<file path="src/hdl/cpu_pkg.sv">
package cpu_pkg;

  // ************************************************************
  // widths and memory sizes
  // ************************************************************
  localparam int DATA_WIDTH     = 32;
  localparam int ADDR_WIDTH     = 8;   // word address of both memories and the pc
  localparam int REGISTER_WIDTH = 5;
  localparam int OPCODE_WIDTH   = 6;
  localparam int IMEM_SIZE      = 64;
  localparam int DMEM_SIZE      = 64;
  localparam int IMM_WIDTH      = 16;

  // ************************************************************
  // opcodes
  // ************************************************************
  typedef enum logic [OPCODE_WIDTH-1:0] {
    OP_NOP  = 6'd0,
    OP_ADD  = 6'd1,
    OP_SUB  = 6'd2,
    OP_AND  = 6'd3,
    OP_OR   = 6'd4,
    OP_ADDI = 6'd5,
    OP_LW   = 6'd6,
    OP_SW   = 6'd7,
    OP_BEQ  = 6'd8,
    OP_JMP  = 6'd9   // absolute target held in imm
  } opcode_e;

  // ************************************************************
  // instruction word, seen as register or immediate format
  // ************************************************************
  typedef union packed {
    struct packed {
      opcode_e                   opcode;
      logic [REGISTER_WIDTH-1:0] rd;
      logic [REGISTER_WIDTH-1:0] ra;
      logic [REGISTER_WIDTH-1:0] rb;
      logic [10:0]               unused;
    } r;
    struct packed {
      opcode_e                   opcode;
      logic [REGISTER_WIDTH-1:0] rd;      // second source for sw and beq
      logic [REGISTER_WIDTH-1:0] ra;
      logic [IMM_WIDTH-1:0]      imm;
    } i;
  } instruction_t;

endpackage

</file>
<file path="src/hdl/cpu_intf.sv">
interface exec_bus_if;
  import cpu_pkg::*;

  logic                      valid;
  logic [ADDR_WIDTH-1:0]     pc;
  opcode_e                   opcode;
  logic [DATA_WIDTH-1:0]     reg_a_data;
  logic [DATA_WIDTH-1:0]     reg_b_data;
  logic [DATA_WIDTH-1:0]     imm_ext;
  logic [REGISTER_WIDTH-1:0] wr_reg;
  logic                      wr_en;

  modport producer (output valid, pc, opcode, reg_a_data, reg_b_data, imm_ext, wr_reg, wr_en);
  modport consumer (input  valid, pc, opcode, reg_a_data, reg_b_data, imm_ext, wr_reg, wr_en);

endinterface

interface mem_bus_if;
  import cpu_pkg::*;

  logic                      valid;
  logic [ADDR_WIDTH-1:0]     pc;
  logic [DATA_WIDTH-1:0]     alu_result;   // also the data memory address
  logic [DATA_WIDTH-1:0]     store_data;
  logic [REGISTER_WIDTH-1:0] wr_reg;
  logic                      wr_en;
  logic                      is_load;
  logic                      is_store;

  modport producer (output valid, pc, alu_result, store_data, wr_reg, wr_en, is_load, is_store);
  modport consumer (input  valid, pc, alu_result, store_data, wr_reg, wr_en, is_load, is_store);

endinterface

</file>
<file path="src/hdl/alu_stage.sv">
module alu_stage (
  input  logic                          clk_i,
  input  logic                          rst_i,
  exec_bus_if.consumer                  ex,
  output logic                          redirect_o,
  output logic [cpu_pkg::ADDR_WIDTH-1:0] redirect_pc_o,
  mem_bus_if.producer                   mem
);
  import cpu_pkg::*;

  logic [DATA_WIDTH-1:0] result;
  logic                  operands_equal;
  logic                  is_load;
  logic                  is_store;
  logic                  take;

  // ************************************************************
  // arithmetic and address generation
  // ************************************************************
  always_comb begin
    case (ex.opcode)
      OP_ADD:                 result = ex.reg_a_data + ex.reg_b_data;
      OP_SUB:                 result = ex.reg_a_data - ex.reg_b_data;
      OP_AND:                 result = ex.reg_a_data & ex.reg_b_data;
      OP_OR:                  result = ex.reg_a_data | ex.reg_b_data;
      OP_ADDI, OP_LW, OP_SW:  result = ex.reg_a_data + ex.imm_ext;  // sum is the word address
      default:                result = '0;
    endcase
  end

  assign is_load        = ex.opcode == OP_LW;
  assign is_store       = ex.opcode == OP_SW;
  assign operands_equal = ex.reg_a_data == ex.reg_b_data;

  // ************************************************************
  // branch and jump resolution
  // ************************************************************
  always_comb begin
    take          = 1'b0;
    redirect_pc_o = ex.imm_ext[ADDR_WIDTH-1:0];   // absolute jump target
    case (ex.opcode)
      OP_JMP: take = 1'b1;
      OP_BEQ: begin
        take          = operands_equal;
        redirect_pc_o = ex.pc + ADDR_WIDTH'(1) + ex.imm_ext[ADDR_WIDTH-1:0];
      end
      default: ;
    endcase
  end

  assign redirect_o = ex.valid && take;

  // execute output register, the branch itself still retires
  always_ff @(posedge clk_i) begin
    if (!rst_i) begin
      mem.valid    <= 1'b0;
      mem.wr_en    <= 1'b0;
      mem.is_load  <= 1'b0;
      mem.is_store <= 1'b0;
    end else begin
      mem.valid    <= ex.valid;
      mem.wr_en    <= ex.wr_en;
      mem.is_load  <= is_load;
      mem.is_store <= is_store;
    end
  end

  always_ff @(posedge clk_i) begin
    mem.pc         <= ex.pc;
    mem.alu_result <= result;
    mem.store_data <= ex.reg_b_data;
    mem.wr_reg     <= ex.wr_reg;
  end

  // decode drops the word behind a redirect, so the pulse lasts one cycle
  a_redirect_squashes_next : assert property (
    @(posedge clk_i) disable iff (!rst_i) redirect_o |=> !ex.valid
  ) else $error("instruction behind a redirect reached execute");

endmodule

</file>
<file path="src/flat_wrapper.sv">
// flat-port wrapper written by rule: the top's interface ports become plain ports
module alu_stage_flat import cpu_pkg::*;
  (clk_i, rst_i, redirect_o, redirect_pc_o, ex_valid, ex_pc, ex_opcode, ex_reg_a_data, ex_reg_b_data, ex_imm_ext, ex_wr_reg, ex_wr_en, mem_valid, mem_pc, mem_alu_result, mem_store_data, mem_wr_reg, mem_wr_en, mem_is_load, mem_is_store);
  exec_bus_if ex_i ();
  mem_bus_if mem_i ();
  input  logic clk_i;
  input  logic rst_i;
  output logic redirect_o;
  output logic [cpu_pkg::ADDR_WIDTH-1:0] redirect_pc_o;
  input wire logic [$bits(ex_i.valid)-1:0] ex_valid;
  input wire logic [$bits(ex_i.pc)-1:0] ex_pc;
  input wire logic [$bits(ex_i.opcode)-1:0] ex_opcode;
  input wire logic [$bits(ex_i.reg_a_data)-1:0] ex_reg_a_data;
  input wire logic [$bits(ex_i.reg_b_data)-1:0] ex_reg_b_data;
  input wire logic [$bits(ex_i.imm_ext)-1:0] ex_imm_ext;
  input wire logic [$bits(ex_i.wr_reg)-1:0] ex_wr_reg;
  input wire logic [$bits(ex_i.wr_en)-1:0] ex_wr_en;
  output wire logic [$bits(mem_i.valid)-1:0] mem_valid;
  output wire logic [$bits(mem_i.pc)-1:0] mem_pc;
  output wire logic [$bits(mem_i.alu_result)-1:0] mem_alu_result;
  output wire logic [$bits(mem_i.store_data)-1:0] mem_store_data;
  output wire logic [$bits(mem_i.wr_reg)-1:0] mem_wr_reg;
  output wire logic [$bits(mem_i.wr_en)-1:0] mem_wr_en;
  output wire logic [$bits(mem_i.is_load)-1:0] mem_is_load;
  output wire logic [$bits(mem_i.is_store)-1:0] mem_is_store;
  assign ex_i.valid = ex_valid;
  assign ex_i.pc = ex_pc;
  assign ex_i.opcode = ex_opcode;
  assign ex_i.reg_a_data = ex_reg_a_data;
  assign ex_i.reg_b_data = ex_reg_b_data;
  assign ex_i.imm_ext = ex_imm_ext;
  assign ex_i.wr_reg = ex_wr_reg;
  assign ex_i.wr_en = ex_wr_en;
  assign mem_valid = mem_i.valid;
  assign mem_pc = mem_i.pc;
  assign mem_alu_result = mem_i.alu_result;
  assign mem_store_data = mem_i.store_data;
  assign mem_wr_reg = mem_i.wr_reg;
  assign mem_wr_en = mem_i.wr_en;
  assign mem_is_load = mem_i.is_load;
  assign mem_is_store = mem_i.is_store;
  alu_stage u_core (.clk_i(clk_i), .rst_i(rst_i), .ex(ex_i), .redirect_o(redirect_o), .redirect_pc_o(redirect_pc_o), .mem(mem_i));
endmodule
</file>
<file path="config.mk">
export PLATFORM = sky130hd
export DESIGN_NAME = alu_stage_flat
export DESIGN_NICKNAME = d
export VERILOG_FILES = /design/src/hdl/cpu_pkg.sv /design/src/hdl/cpu_intf.sv /design/src/hdl/alu_stage.sv /design/src/flat_wrapper.sv
export SDC_FILE = /design/constraint.sdc
export NUM_CORES = 1
export LEC_CHECK = 0
export BUFFER_PORTS_ARGS = -buffer_cell sky130_fd_sc_hd__buf_2
export CAP_MARGIN = 30
export CORE_MARGIN = 10
export CORE_UTILIZATION = 59
export DETAILED_ROUTE_END_ITERATION = 7
export PLACE_DENSITY = 0.95
export SYNTH_ARGS = -nofsm -noshare
export SYNTH_HDL_FRONTEND = slang
export SYNTH_SLANG_ARGS = --single-unit
export TNS_END_PERCENT = 100
</file>
<file path="constraint.sdc">
create_clock -name clk_i -period 8.8 [get_ports clk_i]
set_input_delay 1.76 -clock clk_i [delete_from_list [all_inputs] [get_ports clk_i]]
set_output_delay 1.76 -clock clk_i [all_outputs]
set_load 0.01 [all_outputs]
</file>
==> results.json, run 1 <==
{
  "outcome": "finished, final reports clean",
  "rsz0062_at_grt": "no",
  "post_cts_buffers": 0,
  "dr.pass1.iters": 6,
  "hold_class": "in -> reg",
  "grt_use_total": 0.272,
  "ant_nets": 0,
  "syn_inst": 988,
  "crit_required_ns": 7.04,
  "post-route-min-period_ns": 5.90,
  "final.period_utilization": 0.671,
  "drive_above_1_share": 0.210,
  "ir_worst_vdd_mv": 0.140,
  "die_y_um": 134,
  "numPortBuffers": 208,
  "dp_hpwl_um": 20200,
  "tightest_slew_ns": 1.01,
  "drtIter0Drc": 673,
  "p_leak_nw": 4.64,
  "die-width_um": 134,
  "start_util": 0.606,
  "synth_flop_cell": "dfxtp_1",
  "antenna_found_initial": 2,
  "cp-start-kind": "input pin",
  "cts_sinks": 81,
  "ys_warn_count": 0,
  "cp_top_family": "simple AND/OR/NAND/NOR gates",
  "p_int_mw": 0.792,
  "hold_viol_final": 0,
  "area_growth_pct": 19.3,
  "numCtsBuffers": 9,
  "cap_violations": 0,
  "critPathBufInv": 3,
  "finalMaxSlewViolations": 0,
  "sw_frac_of_total": 0.356,
  "die_area_sq_um": 18000,
  "drcViolationCount": 0,
  "synth_seq_area_share": 0.210,
  "first_global_vias": 8295,
  "io_pins": 209,
  "syn-cell-area_sq_um": 7710,
  "slowest_delay_ns": 0.45,
  "slew_headroom": 0.326,
  "cts_hold_buf": 0,
  "nets": 1444,
  "p_per_area_nw_per_um2": 134,
  "clk_pin_slew_ns": 0.06,
  "gp_congestion": 0.984,
  "place_ws_ns": 2.68,
  "path_cells": "buf_2, inv_1, ha_1, or3_1, nor2_1, nand3_1, or4_1, nor3_1, o21a_1, buf_2",
  "reg.largest.list": "u_core.mem.alu_result (32), u_core.mem.store_data (32), u_core.mem.pc (8)",
  "fp-row-count": 41,
  "cp_max_fo": 4,
  "slowest_stage": "or3_1",
  "yosys_register_bits": 81,
  "p_total_mw": 1.23,
  "layoutNonFillerInstCount": 1361,
  "grt_pass1_wl_um": 40200,
  "seq_power_share": 0.317,
  "wl_um": 25500,
  "tritoncts": "done",
  "cts_root_buffer": "clkbuf_16",
  "critPathArrivalTime_ns": 4.14,
  "syn_area_per_cell_sq_um": 7.80,
  "cts_resized": 0,
  "clkPwrFrac": 0.312,
  "dp_cells": 1345,
  "grt_max_degree": 36,
  "critPathKind": "in -> out",
  "fin_ws_ns": 2.90,
  "cp-end-kind": "output pin",
  "combinationalPowerShare": 0.371,
  "wl_per_cell_um": 18.7,
  "gr-total-overflow": 0,
  "fmax_mhz": 169,
  "fin_tns_setup_ns": 0,
  "fin_area_sq_um": 9200,
  "syn-num-nets": 1248,
  "synth-async-reset-ratio": 0,
  "vias_per_cell": 6.05,
  "synth_edf_count": 0,
  "vias": 8233,
  "clk_path_buf_depth": 2,
  "path_common_cell": "buf_2",
  "placed_cell_area_sq_um": 8900,
  "ys_types": 64,
  "n_fill_cell": 1008,
  "power.switching_mw": 0.438,
  "htreeDepth": 3,
  "core_area_sq_um": 12700,
  "setup_viol": 0
}
-- final cells by class --
cell class                      instances  area (sq um)  share of cell area
Clock inverter                          5          56.3             0.00612
Sequential cell                        81          1620               0.176
Multi-Input combinational cell        779          5610               0.610
Clock buffer                           10           239              0.0260
Tap cell                              172           215              0.0234
Timing Repair Buffer                  211          1070               0.116
Antenna cell                            1          2.50            0.000272
Inverter                              102           383              0.0416
-- final timing paths --
kind | cells after the start | endpoint | start | slack (ns)
max | 10 | redirect_o | ex_reg_b_data[9] | 2.90
min | 1 | u_core.mem.wr_reg[1] | ex_wr_reg[1] | 1.50
-- stage by stage --
| stage | util | hold slack (ns) |
|---|---|---|
| after detailed placement | 0.700 | 1.86 |
| after global routing | 0.723 | 1.50 |
| after CTS | 0.723 | 1.50 |
| final | 0.723 | 1.50 |
| after global placement | 0.699 | 1.86 |
| after floorplan | - | 1.79 |
-- kinds of logic (layout without fill, tap and decap cells) --
family                   count (synthesis)  in the layout  share of synthesized area
AO/OA/AOI/OAI                          299            299                      0.253
AND/OR/NAND/NOR                        271            271                      0.164
adder cells (fa/ha/maj)                141            141                      0.232
buffers and inverters                  128            328                     0.0626
flip-flops                              81             81                      0.210
XOR/XNOR                                61             61                     0.0693
multiplexers                             7              7                    0.00941
other                                    0              1                          0
-- cell usage after synthesis (all sizes together) (4+ instances only) --
cell type	count	area, sq um
or2	9	56.3
o21ai	86	434
a221oi	14	135
dfxtp	81	1620
a21oi	82	410
o21a	5	37.5
and3	6	37.5
nor2b	8	50.1
ha	138	1730
inv	102	383
nand2	94	353
nand3	12	60.1
xnor2	42	368
o211ai	13	108
a31oi	7	43.8
nand2b	7	43.8
and2	6	37.5
o31ai	9	81.3
nor2	80	300
nor3	12	60.1
clkbuf	24	90.1
o21bai	12	90.1
nand4	8	50.1
o221ai	18	158
a22oi	5	37.5
nor4	10	62.6
xor2	19	166
a211oi	7	52.6
a2111oi	4	53.8
mux2i	5	50.1
a21o	14	105
-- metal layers --
layer	vias up	global-route usage	part of all wire	wire length [um]
met5	-	0	0.00047	12
met4	2	0.159	0.045	1160
met3	108	0.0863	0.099	2530
met2	454	0.466	0.48	12200
met1	3796	0.286	0.38	9610
li1	3873	-	-	-
-- layout by cell type, fill, tap and decap left out, types with 14 or more instances in the layout --
master and n:
buf_2 208, ha_1 138, inv_1 101, nand2_1 94, o21ai_0 82, a21oi_1 82, dfxtp_1 81, nor2_1 79
xnor2_1 42, xor2_1 19, o221ai_1 18, a21o_1 14
-- power by group through the flow --
stage	clock network, mW	logic, mW	registers, mW
after floorplan	0	0.290	0.408
after global placement	0	0.433	0.397
after detailed placement	0	0.441	0.398
after CTS	0.389	0.446	0.390
after global routing	0.400	0.498	0.391
final	0.384	0.455	0.390
No activity file was read; power rests on OpenSTA's default activity.
==> run 2, diff against run 1 <==
ABC_AREA = 1   (was default)
CORE_UTILIZATION = 56   (was 59)
PLACE_DENSITY = 0.94   (was 0.95)
clock period = 5.97 ns   (was 8.8 ns; I/O delays follow)
==> run 2 against run 1 <==
Sequential power rose by 47%. Routed wire length increased by 35%. Sequential share of layout area down 2.4 points. Worst hold slack worse by 0.57 ns. Die area increased by 20%. Critical path depth is 1 higher. Synthesized cell count rose by 55%. Total power up 55%. Flip-flop and latch count did not move. Critical endpoint unchanged. Highest routed layer unchanged.
==> results.json, run 2 <==
{
  "outcome": "finished, final reports clean",
  "synth_area_leader_cell": "ha_1",
  "syn-num-nets": 1789,
  "grt_use_total": 0.307,
  "path_cells": "buf_2, inv_1, ha_1, nor2_1, inv_1, nor2_1, nand2_1, nor3_1, nand4_1, a21boi_1, buf_2",
  "clk_path_buf_depth": 2,
  "cts_sinks": 81,
  "syn_area_per_cell_sq_um": 5.90,
  "finalMaxSlewViolations": 0,
  "fp-row-count": 46,
  "reg.largest.list": "u_core.mem.alu_result (32), u_core.mem.store_data (32), u_core.mem.pc (8)",
  "crit_required_ns": 4.78,
  "post-route-min-period_ns": 4.34,
  "wl_per_cell_um": 17.6,
  "post_cts_buffers": 0,
  "grt_max_degree": 41,
  "cp_max_fo": 5,
  "final.period_utilization": 0.726,
  "cts_root_buffer": "clkbuf_16",
  "netlist.area_leader.share": 0.191,
  "placed_cell_area_sq_um": 10300,
  "critPathBufInv": 4,
  "tightest_slew_ns": 0.789,
  "drcViolationCount": 0,
  "synth-async-reset-ratio": 0,
  "cp-start-kind": "input pin",
  "critPathKind": "in -> out",
  "die_y_um": 147,
  "yosys_register_bits": 81,
  "mostFrequentLayoutCell": "nand2_1",
  "gr-total-overflow": 0,
  "slew_headroom": 0.469,
  "htreeDepth": 3,
  "gp_congestion": 1.01,
  "cap_violations": 0,
  "ir_worst_vdd_mv": 0.137,
  "syn-cell-area_sq_um": 9020,
  "vias_per_cell": 5.38,
  "place_ws_ns": 1.58,
  "ant_nets": 0,
  "n_fill_cell": 1485,
  "slowest_delay_ns": 0.36,
  "p_per_area_nw_per_um2": 179,
  "ys_warn_count": 0,
  "cp.depth": 11,
  "hold-path-cell-count": 1,
  "numPortBuffers": 208,
  "drtIter0Drc": 1130,
  "fin_ws_ns": 1.63,
  "numCtsBuffers": 9,
  "final_cell_mix": "459 x nand2_1, 333 x inv_1, 208 x buf_2",
  "first_global_vias": 9811,
  "wl_um": 34400,
  "antenna_found_initial": 2,
  "hold_class": "in -> reg",
  "drive_above_1_share": 0.143,
  "dp_hpwl_um": 29100,
  "synth_most_common_cell": "nand2_1",
  "tritoncts": "done",
  "slowest_stage": "ha_1",
  "vias": 10500,
  "fmax_mhz": 231,
  "rsz0062_at_grt": "no",
  "fin_tns_setup_ns": 0,
  "syn_inst": 1529,
  "cts_hold_buf": 0,
  "worstHoldEndpoint": "u_core.mem.wr_reg[1]",
  "synth_area_leaders": "ha_1 19%, nand2_1 19%, dfxtp_1 18%",
  "ys_types": 37,
  "cp-end-kind": "output pin",
  "synth_edf_count": 0,
  "hold_viol_final": 0,
  "critPathArrivalTime_ns": 3.14,
  "fin_area_sq_um": 10600,
  "area_growth_pct": 17.8,
  "cts_resized": 0,
  "yosys-top-cells-count": "459 x nand2_1, 333 x inv_1, 139 x nor2_1",
  "cp_top_family": "simple AND/OR/NAND/NOR gates",
  "synth_flop_cell": "dfxtp_1",
  "io_pins": 209,
  "die_area_sq_um": 21600,
  "setup_viol": 0,
  "start_util": 0.570,
  "nets": 1994,
  "clk_pin_slew_ns": 0.07,
  "final_util": 0.672,
  "grt_pass1_wl_um": 52700,
  "min_from": "ex_wr_reg[1]",
  "p_leak_nw": 6.42,
  "dr.pass1.iters": 5,
  "core_area_sq_um": 15800,
  "synth_seq_area_share": 0.180,
  "die-width_um": 147
}
run 2: per-stage QoR:
step                power (mW)  std cells  hold WS (ns)
floorplan                 1.04       1529          1.22
global placement          1.28       1938          1.30
detailed placement        1.29       1939          1.30
CTS                       1.89       1955         0.928
global route              2.01       1956         0.930
finish                    1.90       1956         0.931
run 2: report_power, final:
part	internal, mW	switching, mW	total, mW
clock network	0.333	0.273	0.606
logic	0.240	0.485	0.724
registers	0.567	0.00664	0.574
run 2: cells by family after synthesis:
logic type,synth area share
AND/OR/NAND/NOR,0.366
AO/OA/AOI/OAI,0.101
XOR/XNOR,0.00485
buffers and inverters,0.150
adder cells (fa/ha/maj),0.198
flip-flops,0.180
run 2: final cells by class:
type | instances | area [sq um] | share of cell area
inverter | 336 | 1260 | 0.119
timing repair buffer | 214 | 1100 | 0.104
clock inverter | 7 | 81.3 | 0.00765
sequential | 81 | 1620 | 0.153
tap | 216 | 270 | 0.0254
multi-input combinational | 1092 | 6070 | 0.571
clock buffer | 9 | 225 | 0.0212
antenna | 1 | 2.50 | 0.000235
run 2: how the worst max path moves through the flow:
stage	startpoint	to	slack [ns]
after floorplan	ex_imm_ext[0]	redirect_pc_o[6]	2.18
after global placement	ex_opcode[2]	u_core.mem.alu_result[21]	1.60
after detailed placement	ex_opcode[2]	u_core.mem.alu_result[21]	1.58
after CTS	ex_reg_b_data[19]	redirect_o	1.62
after global routing	ex_opcode[2]	u_core.mem.alu_result[14]	1.45
final	ex_reg_b_data[12]	redirect_o	1.63
run 2: layer usage:
metal	part of all wire	global-route usage	routed length (um)	vias up
met4	0.034	0.119	1180	2
li1	-	-	-	5173
met3	0.11	0.0771	3730	86
met5	0.00047	0	16	-
met1	0.42	0.398	14600	4750
met2	0.43	0.480	14900	511
